$ cat config.mk
export PLATFORM = sky130hd
export DESIGN_NAME = sparse_row_top
export DESIGN_NICKNAME = d
export VERILOG_FILES = /design/src/rtl/sparse_row_pkg.sv /design/src/rtl/act_buffer.sv /design/src/rtl/flag_scanner.sv /design/src/rtl/row_sequencer.sv /design/src/rtl/sparse_row_top.sv /design/src/rtl/weight_buffer.sv
export VERILOG_INCLUDE_DIRS = /design/src /design/src/rtl
export SDC_FILE = /design/constraint.sdc
export NUM_CORES = 2
export LEC_CHECK = 0
export ABC_AREA = 1
export BUFFER_PORTS_ARGS = -buffer_cell sky130_fd_sc_hd__buf_2
export CORE_MARGIN = 5
export CORE_UTILIZATION = 40
export CTS_BUF_LIST = sky130_fd_sc_hd__clkbuf_8 sky130_fd_sc_hd__clkbuf_16
export DETAILED_ROUTE_END_ITERATION = 7
export GPL_ROUTABILITY_DRIVEN = 0
export SYNTH_ARGS = -nofsm -noshare
export SYNTH_HDL_FRONTEND = slang
export SYNTH_SLANG_ARGS = --single-unit
$ cat constraint.sdc
create_clock -name clk -period 12.8 [get_ports clk]
set_clock_uncertainty 0.1 [all_clocks]
set_input_delay 0.64 -clock clk [delete_from_list [all_inputs] [get_ports clk]]
set_output_delay 0.64 -clock clk [all_outputs]
set_load 0.01 [all_outputs]
$ cat src/rtl/sparse_row_macros.svh
`ifndef SPARSE_ROW_MACROS_SVH
`define SPARSE_ROW_MACROS_SVH

// ==================================================
// data widths
// ==================================================
// one activation or one weight
`define ACT_W 8

// ==================================================
// activation store geometry
// ==================================================
`define ROW_LEN 16
`define ROW_NUM 16
// column or row index
`define IDX_W 4
// non-zero count per row, 0 to 16
`define CNT_W 5
`define ACT_ADDR_W 8

// ==================================================
// kernel
// ==================================================
`define KERNEL_SIZE 9
`define WEI_ADDR_W 4

`endif

$ cat src/rtl/sparse_row_pkg.sv
`include "sparse_row_macros.svh"

package sparse_row_pkg;

  // sequencer states
  typedef enum logic [1:0] {
    PREP = 2'd0,
    TRAN = 2'd1,
    WAIT = 2'd2,
    COMP = 2'd3
  } seq_state_t;

  // one bit per column, set for a non-zero activation
  typedef logic [`ROW_LEN-1:0] row_flags_t;

endpackage

$ cat src/rtl/act_buffer.sv
`timescale 1ns/1ps

`include "sparse_row_macros.svh"

module act_buffer import sparse_row_pkg::*; (
  input  logic               clk,
  input  logic               reset,
  input  logic               wr_req_act_flag,
  input  row_flags_t         wr_data_act_flag,
  input  logic               wr_req_act,
  input  logic [`ACT_W-1:0]  wr_data_act,
  input  logic [`IDX_W-1:0]  row_index,
  input  logic [`IDX_W-1:0]  act_index,
  output row_flags_t         row_flags,
  output logic [`ACT_W-1:0]  serial_out
);

  // ==================================================
  // storage
  // ==================================================
  row_flags_t        flag_mem [`ROW_NUM];
  logic [`ACT_W-1:0] act_mem  [`ROW_NUM * `ROW_LEN];

  logic [`IDX_W-1:0]      wr_addr_act_flag;
  logic [`ACT_ADDR_W-1:0] wr_addr_act;
  logic [`ACT_ADDR_W-1:0] rd_addr_act;

  // ==================================================
  // write side
  // ==================================================
  // flag words, one per row
  always_ff @(posedge clk or negedge reset) begin
    if (!reset) begin
      wr_addr_act_flag <= '0;
    end else if (wr_req_act_flag) begin
      wr_addr_act_flag <= wr_addr_act_flag + 1'b1;
    end
  end

  always_ff @(posedge clk) begin
    if (wr_req_act_flag) begin
      flag_mem[wr_addr_act_flag] <= wr_data_act_flag;
    end
  end

  // activation bytes, row major
  always_ff @(posedge clk or negedge reset) begin
    if (!reset) begin
      wr_addr_act <= '0;
    end else if (wr_req_act) begin
      wr_addr_act <= wr_addr_act + 1'b1;
    end
  end

  always_ff @(posedge clk) begin
    if (wr_req_act) begin
      act_mem[wr_addr_act] <= wr_data_act;
    end
  end

  // ==================================================
  // read side
  // ==================================================
  // row in the upper nibble, column in the lower
  assign rd_addr_act = {row_index, act_index};

  assign row_flags  = flag_mem[row_index];
  assign serial_out = act_mem[rd_addr_act];

endmodule

$ cat src/rtl/flag_scanner.sv
`timescale 1ns/1ps

`include "sparse_row_macros.svh"

module flag_scanner import sparse_row_pkg::*; (
  input  logic              clk,
  input  logic              reset,
  input  logic              load,
  input  logic              shift,
  input  row_flags_t        row_flags,
  output logic [`IDX_W-1:0] act_index,
  output logic [`CNT_W-1:0] row_val_num,
  output logic              zero_flag,
  output logic              last_item
);

  row_flags_t remain_flags;
  row_flags_t next_flags;

  function automatic logic [`CNT_W-1:0] count_ones(input row_flags_t flags);
    logic [`CNT_W-1:0] total;
    total = '0;
    for (int i = 0; i < `ROW_LEN; i++) begin
      total = total + `CNT_W'(flags[i]);
    end
    return total;
  endfunction

  // ==================================================
  // remaining flags and row count
  // ==================================================
  // drop the lowest set bit
  assign next_flags = remain_flags & (remain_flags - 1'b1);

  always_ff @(posedge clk or negedge reset) begin
    if (!reset) begin
      remain_flags <= '0;
      row_val_num  <= '0;
    end else if (load) begin
      remain_flags <= row_flags;
      row_val_num  <= count_ones(row_flags);
    end else if (shift) begin
      remain_flags <= next_flags;
    end
  end

  // ==================================================
  // lowest set column
  // ==================================================
  // scan from the top so the lowest hit wins
  always_comb begin
    act_index = '0;
    for (int i = `ROW_LEN - 1; i >= 0; i--) begin
      if (remain_flags[i]) begin
        act_index = `IDX_W'(i);
      end
    end
  end

  assign zero_flag = (row_val_num == '0);

  // zero or one bit left
  assign last_item = (next_flags == '0);

  load_shift_exclusive: assert property (
    @(posedge clk) disable iff (!reset)
    !(load && shift)
  ) else $error("flag_scanner: load and shift in the same cycle");

endmodule

$ cat src/rtl/row_sequencer.sv
`timescale 1ns/1ps

`include "sparse_row_macros.svh"

module row_sequencer import sparse_row_pkg::*; (
  input  logic              clk,
  input  logic              reset,
  input  logic              start,
  input  logic              wait_state,
  input  logic              last_item,
  output logic              en,
  output seq_state_t        state,
  output logic [`IDX_W-1:0] row_index,
  output logic              load,
  output logic              shift,
  output logic              row_cal_done
);

  seq_state_t next_state;
  logic       last_row;

  assign last_row = (row_index == `IDX_W'(`ROW_NUM - 1));

  // ==================================================
  // start strobe
  // ==================================================
  always_ff @(posedge clk or negedge reset) begin
    if (!reset) begin
      en <= 1'b0;
    end else begin
      en <= start;
    end
  end

  // ==================================================
  // state machine
  // ==================================================
  always_ff @(posedge clk or negedge reset) begin
    if (!reset) begin
      state <= PREP;
    end else begin
      state <= next_state;
    end
  end

  always_comb begin
    next_state = state;
    case (state)
      PREP: begin
        if (en) begin
          next_state = TRAN;
        end
      end
      // flag word is captured here, one cycle only
      TRAN: begin
        next_state = wait_state ? WAIT : COMP;
      end
      WAIT: begin
        if (!wait_state) begin
          next_state = COMP;
        end
      end
      COMP: begin
        if (row_cal_done) begin
          next_state = last_row ? PREP : TRAN;
        end
      end
      default: begin
        next_state = PREP;
      end
    endcase
  end

  // ==================================================
  // scanner control and row completion
  // ==================================================
  assign load  = (state == TRAN);
  assign shift = (state == COMP);

  // an empty row still gets one COMP cycle
  assign row_cal_done = (state == COMP) && last_item;

  always_ff @(posedge clk or negedge reset) begin
    if (!reset) begin
      row_index <= '0;
    end else if (row_cal_done) begin
      row_index <= last_row ? '0 : row_index + 1'b1;
    end
  end

endmodule

$ cat src/rtl/sparse_row_top.sv
`timescale 1ns/1ps

`include "sparse_row_macros.svh"

module sparse_row_top import sparse_row_pkg::*; (
  input  logic                            clk,
  input  logic                            reset,
  input  logic                            wr_req_act_flag,
  input  row_flags_t                      wr_data_act_flag,
  input  logic                            wr_req_act,
  input  logic [`ACT_W-1:0]               wr_data_act,
  input  logic                            wr_req_wei,
  input  logic [`ACT_W-1:0]               wr_data_wei,
  input  logic                            start,
  input  logic                            wait_state,
  output logic                            en,
  output seq_state_t                      state,
  output logic [`IDX_W-1:0]               row_index,
  output logic [`IDX_W-1:0]               act_index,
  output logic [`ACT_W-1:0]               serial_out,
  output logic [`CNT_W-1:0]               row_val_num,
  output logic                            zero_flag,
  output logic                            row_cal_done,
  output logic [`ACT_W*`KERNEL_SIZE-1:0]  parallel_out
);

  row_flags_t row_flags;
  logic       load;
  logic       shift;
  logic       last_item;

  // ==================================================
  // input side
  // ==================================================
  act_buffer i_act_buffer (
    .clk              (clk),
    .reset            (reset),
    .wr_req_act_flag  (wr_req_act_flag),
    .wr_data_act_flag (wr_data_act_flag),
    .wr_req_act       (wr_req_act),
    .wr_data_act      (wr_data_act),
    .row_index        (row_index),
    .act_index        (act_index),
    .row_flags        (row_flags),
    .serial_out       (serial_out)
  );

  // ==================================================
  // processing
  // ==================================================
  row_sequencer i_row_sequencer (
    .clk          (clk),
    .reset        (reset),
    .start        (start),
    .wait_state   (wait_state),
    .last_item    (last_item),
    .en           (en),
    .state        (state),
    .row_index    (row_index),
    .load         (load),
    .shift        (shift),
    .row_cal_done (row_cal_done)
  );

  flag_scanner i_flag_scanner (
    .clk         (clk),
    .reset       (reset),
    .load        (load),
    .shift       (shift),
    .row_flags   (row_flags),
    .act_index   (act_index),
    .row_val_num (row_val_num),
    .zero_flag   (zero_flag),
    .last_item   (last_item)
  );

  // ==================================================
  // output side
  // ==================================================
  weight_buffer i_weight_buffer (
    .clk          (clk),
    .reset        (reset),
    .wr_req_wei   (wr_req_wei),
    .wr_data_wei  (wr_data_wei),
    .parallel_out (parallel_out)
  );

  // stores are only filled while the sequencer is idle
  no_write_in_pass: assert property (
    @(posedge clk) disable iff (!reset)
    (wr_req_act_flag || wr_req_act || wr_req_wei) |-> (state == PREP)
  ) else $error("sparse_row_top: store write during a pass");

endmodule

$ cat src/rtl/weight_buffer.sv
`timescale 1ns/1ps

`include "sparse_row_macros.svh"

module weight_buffer (
  input  logic                            clk,
  input  logic                            reset,
  input  logic                            wr_req_wei,
  input  logic [`ACT_W-1:0]               wr_data_wei,
  output logic [`ACT_W*`KERNEL_SIZE-1:0]  parallel_out
);

  logic [`ACT_W-1:0]      wei_mem [`KERNEL_SIZE];
  logic [`WEI_ADDR_W-1:0] wr_addr_wei;

  // ==================================================
  // kernel store
  // ==================================================
  // counter wraps after the ninth weight
  always_ff @(posedge clk or negedge reset) begin
    if (!reset) begin
      wr_addr_wei <= '0;
    end else if (wr_req_wei) begin
      if (wr_addr_wei == `WEI_ADDR_W'(`KERNEL_SIZE - 1)) begin
        wr_addr_wei <= '0;
      end else begin
        wr_addr_wei <= wr_addr_wei + 1'b1;
      end
    end
  end

  always_ff @(posedge clk or negedge reset) begin
    if (!reset) begin
      for (int i = 0; i < `KERNEL_SIZE; i++) begin
        wei_mem[i] <= '0;
      end
    end else if (wr_req_wei) begin
      wei_mem[wr_addr_wei] <= wr_data_wei;
    end
  end

  // whole kernel to the PE array, entry 0 lowest
  always_ff @(posedge clk or negedge reset) begin
    if (!reset) begin
      parallel_out <= '0;
    end else begin
      for (int i = 0; i < `KERNEL_SIZE; i++) begin
        parallel_out[i*`ACT_W +: `ACT_W] <= wei_mem[i];
      end
    end
  end

endmodule

[Word-level counts from Yosys, hierarchy flattened]
Memory sizes are Yosys's and may differ from the RTL's.
Index checks and enable logic that the tools add are counted.
Word-level totals
  bits in registers: 188
  bits in latches: 0
  RAM bits: 2304
  ROM bits: 0
  input port bits: 39
  logic and storage cells: 92
  memories kept: 2
Memories
  i_act_buffer.act_mem: words 256, bits a word 8, read ports 1, clocked after memory_dff 0, write ports 1, RTL line act_buffer.sv:22  | logic [`ACT_W-1:0] act_mem [`ROW_NUM * `ROW_LEN];
  i_act_buffer.flag_mem: words 16, bits a word 16, read ports 1, clocked after memory_dff 0, write ports 1, RTL line act_buffer.sv:21  | row_flags_t flag_mem [`ROW_NUM];
Cells by class
  add/sub/neg operators: 20
  multipliers: 0
  div/mod/pow operators: 0
  $lt $le $gt $ge: 2
  equality and inequality tests: 8
  shift-type cells: 0
  mux-type cells: 33
  bitwise operators: 2
  reductions and logical operators: 7
Operators with widths (number)
  bitwise mux 72 bit: 1
  2-to-1 mux 4 bit: 18
  adder 5 x 1 -> 5 bit: 14
  demux 8 bit (select 4 bit): 1
  2-to-1 mux 16 bit: 2
  bitwise AND 16 bit: 1
  logical NOT 16 bit: 1
  subtractor 16 x 1 -> 16 bit, second input constant: 1
  adder 4 x 1 -> 4 bit, second input constant: 3
  adder 8 x 1 -> 8 bit, second input constant: 1
  equality test 4 bit, second input constant: 2
  2-to-1 mux 8 bit: 1
  case mux 2 bit (4 select lines): 1
  2-to-1 mux 1 bit: 6
  2-to-1 mux 2 bit: 3
  >= comparator 5 bit, second input constant: 1
  logical NOT 5 bit: 1
  less-than comparator 5 x 1 -> 1 bit, second input constant: 1
  NOT 4 -> 5 bit: 1
  equality test 2 bit, second input constant: 2
  inequality test 2 bit, second input constant: 2
  AND reduction 3 bit: 1
  adder 1 x 1 -> 2 bit: 1
  equality test 2 x 1 -> 1 bit, second input constant: 1
  4 further kinds: 5

[Logic depth before layout (Yosys ltp)]
An unclocked memory read counts as a cell.
  word-level depth: 17
  mapped depth: 31
  mapped depth without buffers: 29

[Modules after synthesis]
From an unflattened synthesis, not the netlist that was laid out.
Unflattened totals
  cell total of the unflattened synthesis: 8312
  area total of the unflattened synthesis: 100286.2 sq um
By module, submodules not included
  act_buffer: instances 1, cells an instance 7710, area each 93607.3 sq um, seq. area each 69486.6 sq um
  weight_buffer: instances 1, cells an instance 352, area each 4663.2 sq um, seq. area each 3703.6 sq um
  flag_scanner: instances 1, cells an instance 199, area each 1604.0 sq um, seq. area each 525.5 sq um
  row_sequencer: instances 1, cells an instance 51, area each 411.6 sq um, seq. area each 175.2 sq um

[Worst setup path before layout]
OpenSTA, ideal clock, no wires.
  path type: register -> register
  start: register i_row_sequencer.row_index[0]
  end: register i_flag_scanner.row_val_num[1]
  arrival: 5.011 ns
  slack: 7.572 ns
  cell stages (with the launch flop): 21
  buffers on the path: 3
  clock period less this slack: 5.228 ns
  path through: dfrtp_1 > clkbuf_1 > nand2_1 > clkinv_1 > clkbuf_1 > buf_1 > a22oi_1 > o21ai_0 > nand2_1 > nand3_1 > ha_1 > fa_1 > fa_1 > fa_1 > fa_1 > inv_1 > fa_1 > inv_1 > fa_1 > nand2_1 > nand2_1
Between the ends
  word-level cells in the longest chain between the ends: 16
Ends and longest elaborated chain
  start, declared: RTL line row_sequencer.sv:13  | output logic [`IDX_W-1:0] row_index,
  start signal, assigned: RTL line row_sequencer.sv:87  | row_index <= last_row ? '0 : row_index + 1'b1;
  memory (16 x 16 bit) (*)
  adder 1 x 1 -> 2 bit: RTL line flag_scanner.sv:24  | total = total + `CNT_W'(flags[i]);
  adder 5 x 1 -> 5 bit (13 in series): RTL line flag_scanner.sv:24
  adder 5 x 1 -> 5 bit (*): RTL line flag_scanner.sv:24
  end signal, assigned: RTL line flag_scanner.sv:41  | row_val_num <= count_ones(row_flags);
  end, declared: RTL line flag_scanner.sv:12  | output logic [`CNT_W-1:0] row_val_num,
Mark *: on every way between the ends. The rest lies on a longest branch, timed or not.
A chain may end at the register's enable or synchronous reset.

[Worst setup path after layout]
  start: register i_flag_scanner.remain_flags[13]
  end: output serial_out[2]
Between the ends
  word-level cells in the longest chain between the ends: 15
Ends and longest elaborated chain
  start, declared: RTL line flag_scanner.sv:17  | row_flags_t remain_flags;
  start signal, assigned: RTL line flag_scanner.sv:40  | remain_flags <= row_flags;
  start signal, assigned: RTL line flag_scanner.sv:43  | remain_flags <= next_flags;
  2-to-1 mux 4 bit (14 in series): RTL line flag_scanner.sv:54  | if (remain_flags[i]) begin
  memory (256 x 8 bit)
  end, declared: RTL line sparse_row_top.sv:20  | output logic [`ACT_W-1:0] serial_out,
No other way between the ends.

==> metrics.md <==
| Metric | Value |
|---|---|
| Run status | `complete, no violations` |
| Final Instance Area | `118000 um^2` |
| Critical Path Max Stage Delay | `0.87 ns` |
| IO buf count | `136` |
| Initial Util | `40.1%` |
| Die width | `523 um` |
| Worst vdd rail ir drop | `0.313 mV` |
| Vias in the first global route | `67100` |
| Overflow after GRT | `0` |
| Final Hold Viols | `0` |
| Wire length on met2 | `135000 um` |
| Worst Setup Start Kind | `register` |
| Setup TNS Final | `0 ns` |
| Leak | `45.4 nW` |
| DRT Wirelength | `287000 um` |
| TritonCTS buffer count | `281` |
| Initial DRC Count | `7590` |
| Crit path max fanout | `192` |
| Top cells by area, synth | `edfxtp_1, nand3_1, nand2_1, dfrtp_1, inv_1` |
| Clock Latency Late Sink | `0.92 ns` |
| Synth area leader | `edfxtp_1` |
| DRC viols | `0` |
| Post-synth EDFFs | `2304` |
| Crit path DAT | `7.12 ns` |
| Stages on the worst setup path | `31` |
| Synth Warn # | `0` |
| Worst Path Required | `12.06 ns` |
| Num rows | `188` |
| #FFs+latches synth | `2492` |
| Largest net degree at the start of global routing | `208` |
| Reg2reg path depth | `20` |
| DR WL met3 | `22500 um` |
| Core Box Area | `262000 um^2` |
| IO Count | `137` |
| Max-slew violation count | `0` |
| CTS tree | `yes` |
| Via/cell ratio | `5.33` |
| Most used cell, CP | `nand2_1` |
| Final Total Pwr | `29.6 mW` |
| H-tree depth | `5` |
| Wl on met1 | `119000 um` |
| Synth Instances | `9421` |
| Hold buffers post-CTS | `23` |
| Cell family with most CP delay | `simple AND/OR/NAND/NOR gates` |
| Vias | `69700` |
| Clock sinks | `2492` |
| HP Class | `in2reg` |
| Global-route wire length before repair | `430000 um` |
| Relative max-transition margin | `8.92%` |
| Most frequent cell after synthesis | `edfxtp_1` |
| Post-CTS Setup Bufs | `0` |
| Max frequency | `127 MHz` |
| Antenna violations before repair | `6` |
| Final setup viols | `0` |
| Root Driver | `clkbuf_16` |
| Post-CTS sizing | `0` |
| Slowest stage cell, crit path | `buf_4` |
| Ys flop type | `edfxtp_1` |
| Final worst-path cycle share | `61.4%` |
| Min Tclk post-route | `7.86 ns` |
| Layout cells sized above 1 | `6.61%` |
| Crit Path Category | `reg2out` |
| Crit path capture type | `output port` |
| Chip height | `523 um` |
| 1st-pass router iterations | `6` |
| Asr flop ratio synth | `7.54%` |
| Synth Net Count | `9492` |
| Syn avg cell area | `11.2 um^2` |
| Post-synth top area share | `65.7%` |
| Gr usage total | `20.5%` |
| Area delta synth->final | `11.8%` |
| DR top layer | `met5` |
| Seq/Total Area, Yosys | `70.2%` |
| HPWL after DPL | `158000 um` |
| Worst-Margin Slew | `1.37 ns` |
| Synth Cell Area | `105000 um^2` |
| Clk pin slew, worst setup/hold paths | `0.06 ns` |
| Placed Instance Area | `109000 um^2` |
| Hold depth | `1` |
| Power Density | `251 nW/um^2` |
| Die area | `273000 um^2` |
| CTS max path bufs | `4` |
| Max cap viols | `0` |
| Drt wl/cell | `21.9 um` |
| Fillers | `23900` |
| Top cells by count, synth | `edfxtp_1, nand2_1, nand3_1` |
| RSZ-0062 raised after global routing | `no` |
| Post-synthesis cell type count | `40` |
| Final layout net count | `9452` |
| WP buf/inv | `6` |
| Post-route ant nets | `0` |
[final timing paths]
kind | from | end | slack [ns]
max in group asynchronous | reset | i_weight_buffer.wei_mem[5]$_DFFE_PN0P_ | 10.60
worst max-delay path | i_flag_scanner.remain_flags[13]$_DFFE_PN0P_ | serial_out[2] | 4.94
worst max register to register | i_row_sequencer.row_index[1]$_DFFE_PN0P_ | i_flag_scanner.row_val_num[4]$_DFFE_PN0P_ | 5.70
worst min register to register | i_weight_buffer.wei_mem[13]$_DFFE_PN0P_ | i_weight_buffer.parallel_out[61]$_DFF_PN0_ | 0.27
worst min-delay path | wr_data_act[6] | i_act_buffer.act_mem[240][6]$_DFFE_PP_ | 0.04
min in group asynchronous | reset | i_weight_buffer.wei_mem[64]$_DFFE_PN0P_ | 0.30
[power breakdown]
group | switching, mW | internal, mW | total (mW)
clock | 3.14 | 4.36 | 7.50
sequential | 0.222 | 9.33 | 9.55
combinational | 9.09 | 3.43 | 12.5
[through the flow]
stage / instances / setup WS, ns / hold WS [ns] / util [%]
after floorplan: 9421 / 7.57 / 0.244 / -
after global placement: 12600 / 5.76 / 0.257 / 41.5
after detailed placement: 12600 / 5.75 / 0.259 / 41.5
after CTS: 13100 / 4.94 / 0.0117 / 44.8
after global routing: 13100 / 4.59 / 0.0340 / 44.9
final: 13100 / 4.94 / 0.0423 / 44.9
[final cells by class]
cell class | instances | area [um^2] | share of cell area [%]
diodes | 1 | 2.50 | 0.00213
clock buffers | 294 | 7290 | 6.20
clock inverters | 176 | 1130 | 0.964
inverters | 1102 | 4170 | 3.54
multi-input cells | 5239 | 24800 | 21.1
flip-flops and latches | 2492 | 73900 | 62.8
well taps | 3515 | 4400 | 3.74
repair buffers | 265 | 1960 | 1.66
[sequential cells by signal, summed over array words and instances (netlist names)]
name,flops
i_weight_buffer.wr_addr_wei,4
i_act_buffer.act_mem,2048
i_flag_scanner.remain_flags,16
i_act_buffer.wr_addr_act,8
i_row_sequencer.row_index,4
i_act_buffer.wr_addr_act_flag,4
i_row_sequencer.state,2
i_act_buffer.flag_mem,256
i_flag_scanner.row_val_num,5
i_weight_buffer.parallel_out,72
i_weight_buffer.wei_mem,72
i_row_sequencer.en,1
[logic make-up (layout without fill, tap and decap cells)]
kind of cell,count (synthesis),count (layout),share of synthesized area [%]
buffers and inverters,1690,1837,6.33
xor gates and xnor gates,13,13,0.108
DFF,2492,2492,70.2
adders and majority gates,32,32,0.452
AOI/OAI and AO/OA,474,474,2.75
and+or+nand+nor,4720,4720,20.2
other,0,1,0
[per-layer routing]
| layer | up-vias | GRT usage (%) |
|---|---|---|
| li1 | 32100 | - |
| met1 | 34200 | 28.0 |
| met2 | 2848 | 33.4 |
| met3 | 520 | 3.60 |
| met4 | 4 | 7.10 |
| met5 | - | 0 |
[layout by cell type, fill, tap and decap left out, drive strengths merged, types with 2 or more instances in the layout]
master	instances
nor2	413
o31ai	4
o21ai	259
o22ai	3
dlygate4sd3	23
clkinv	103
xor2	12
dfrtp	188
a31o	2
a22oi	32
fa	10
nand3	1874
nand4	5
o221ai	9
o211ai	87
a221oi	34
nand3b	296
edfxtp	2304
clkbuf	295
a21oi	37
o2111ai	3
nor3	10
ha	22
a2111oi	2
nand2	2120
buf	241
bufinv	14
inv	1159
clkinvlp	2
Note: power is estimated with default switching activity, not from simulation.
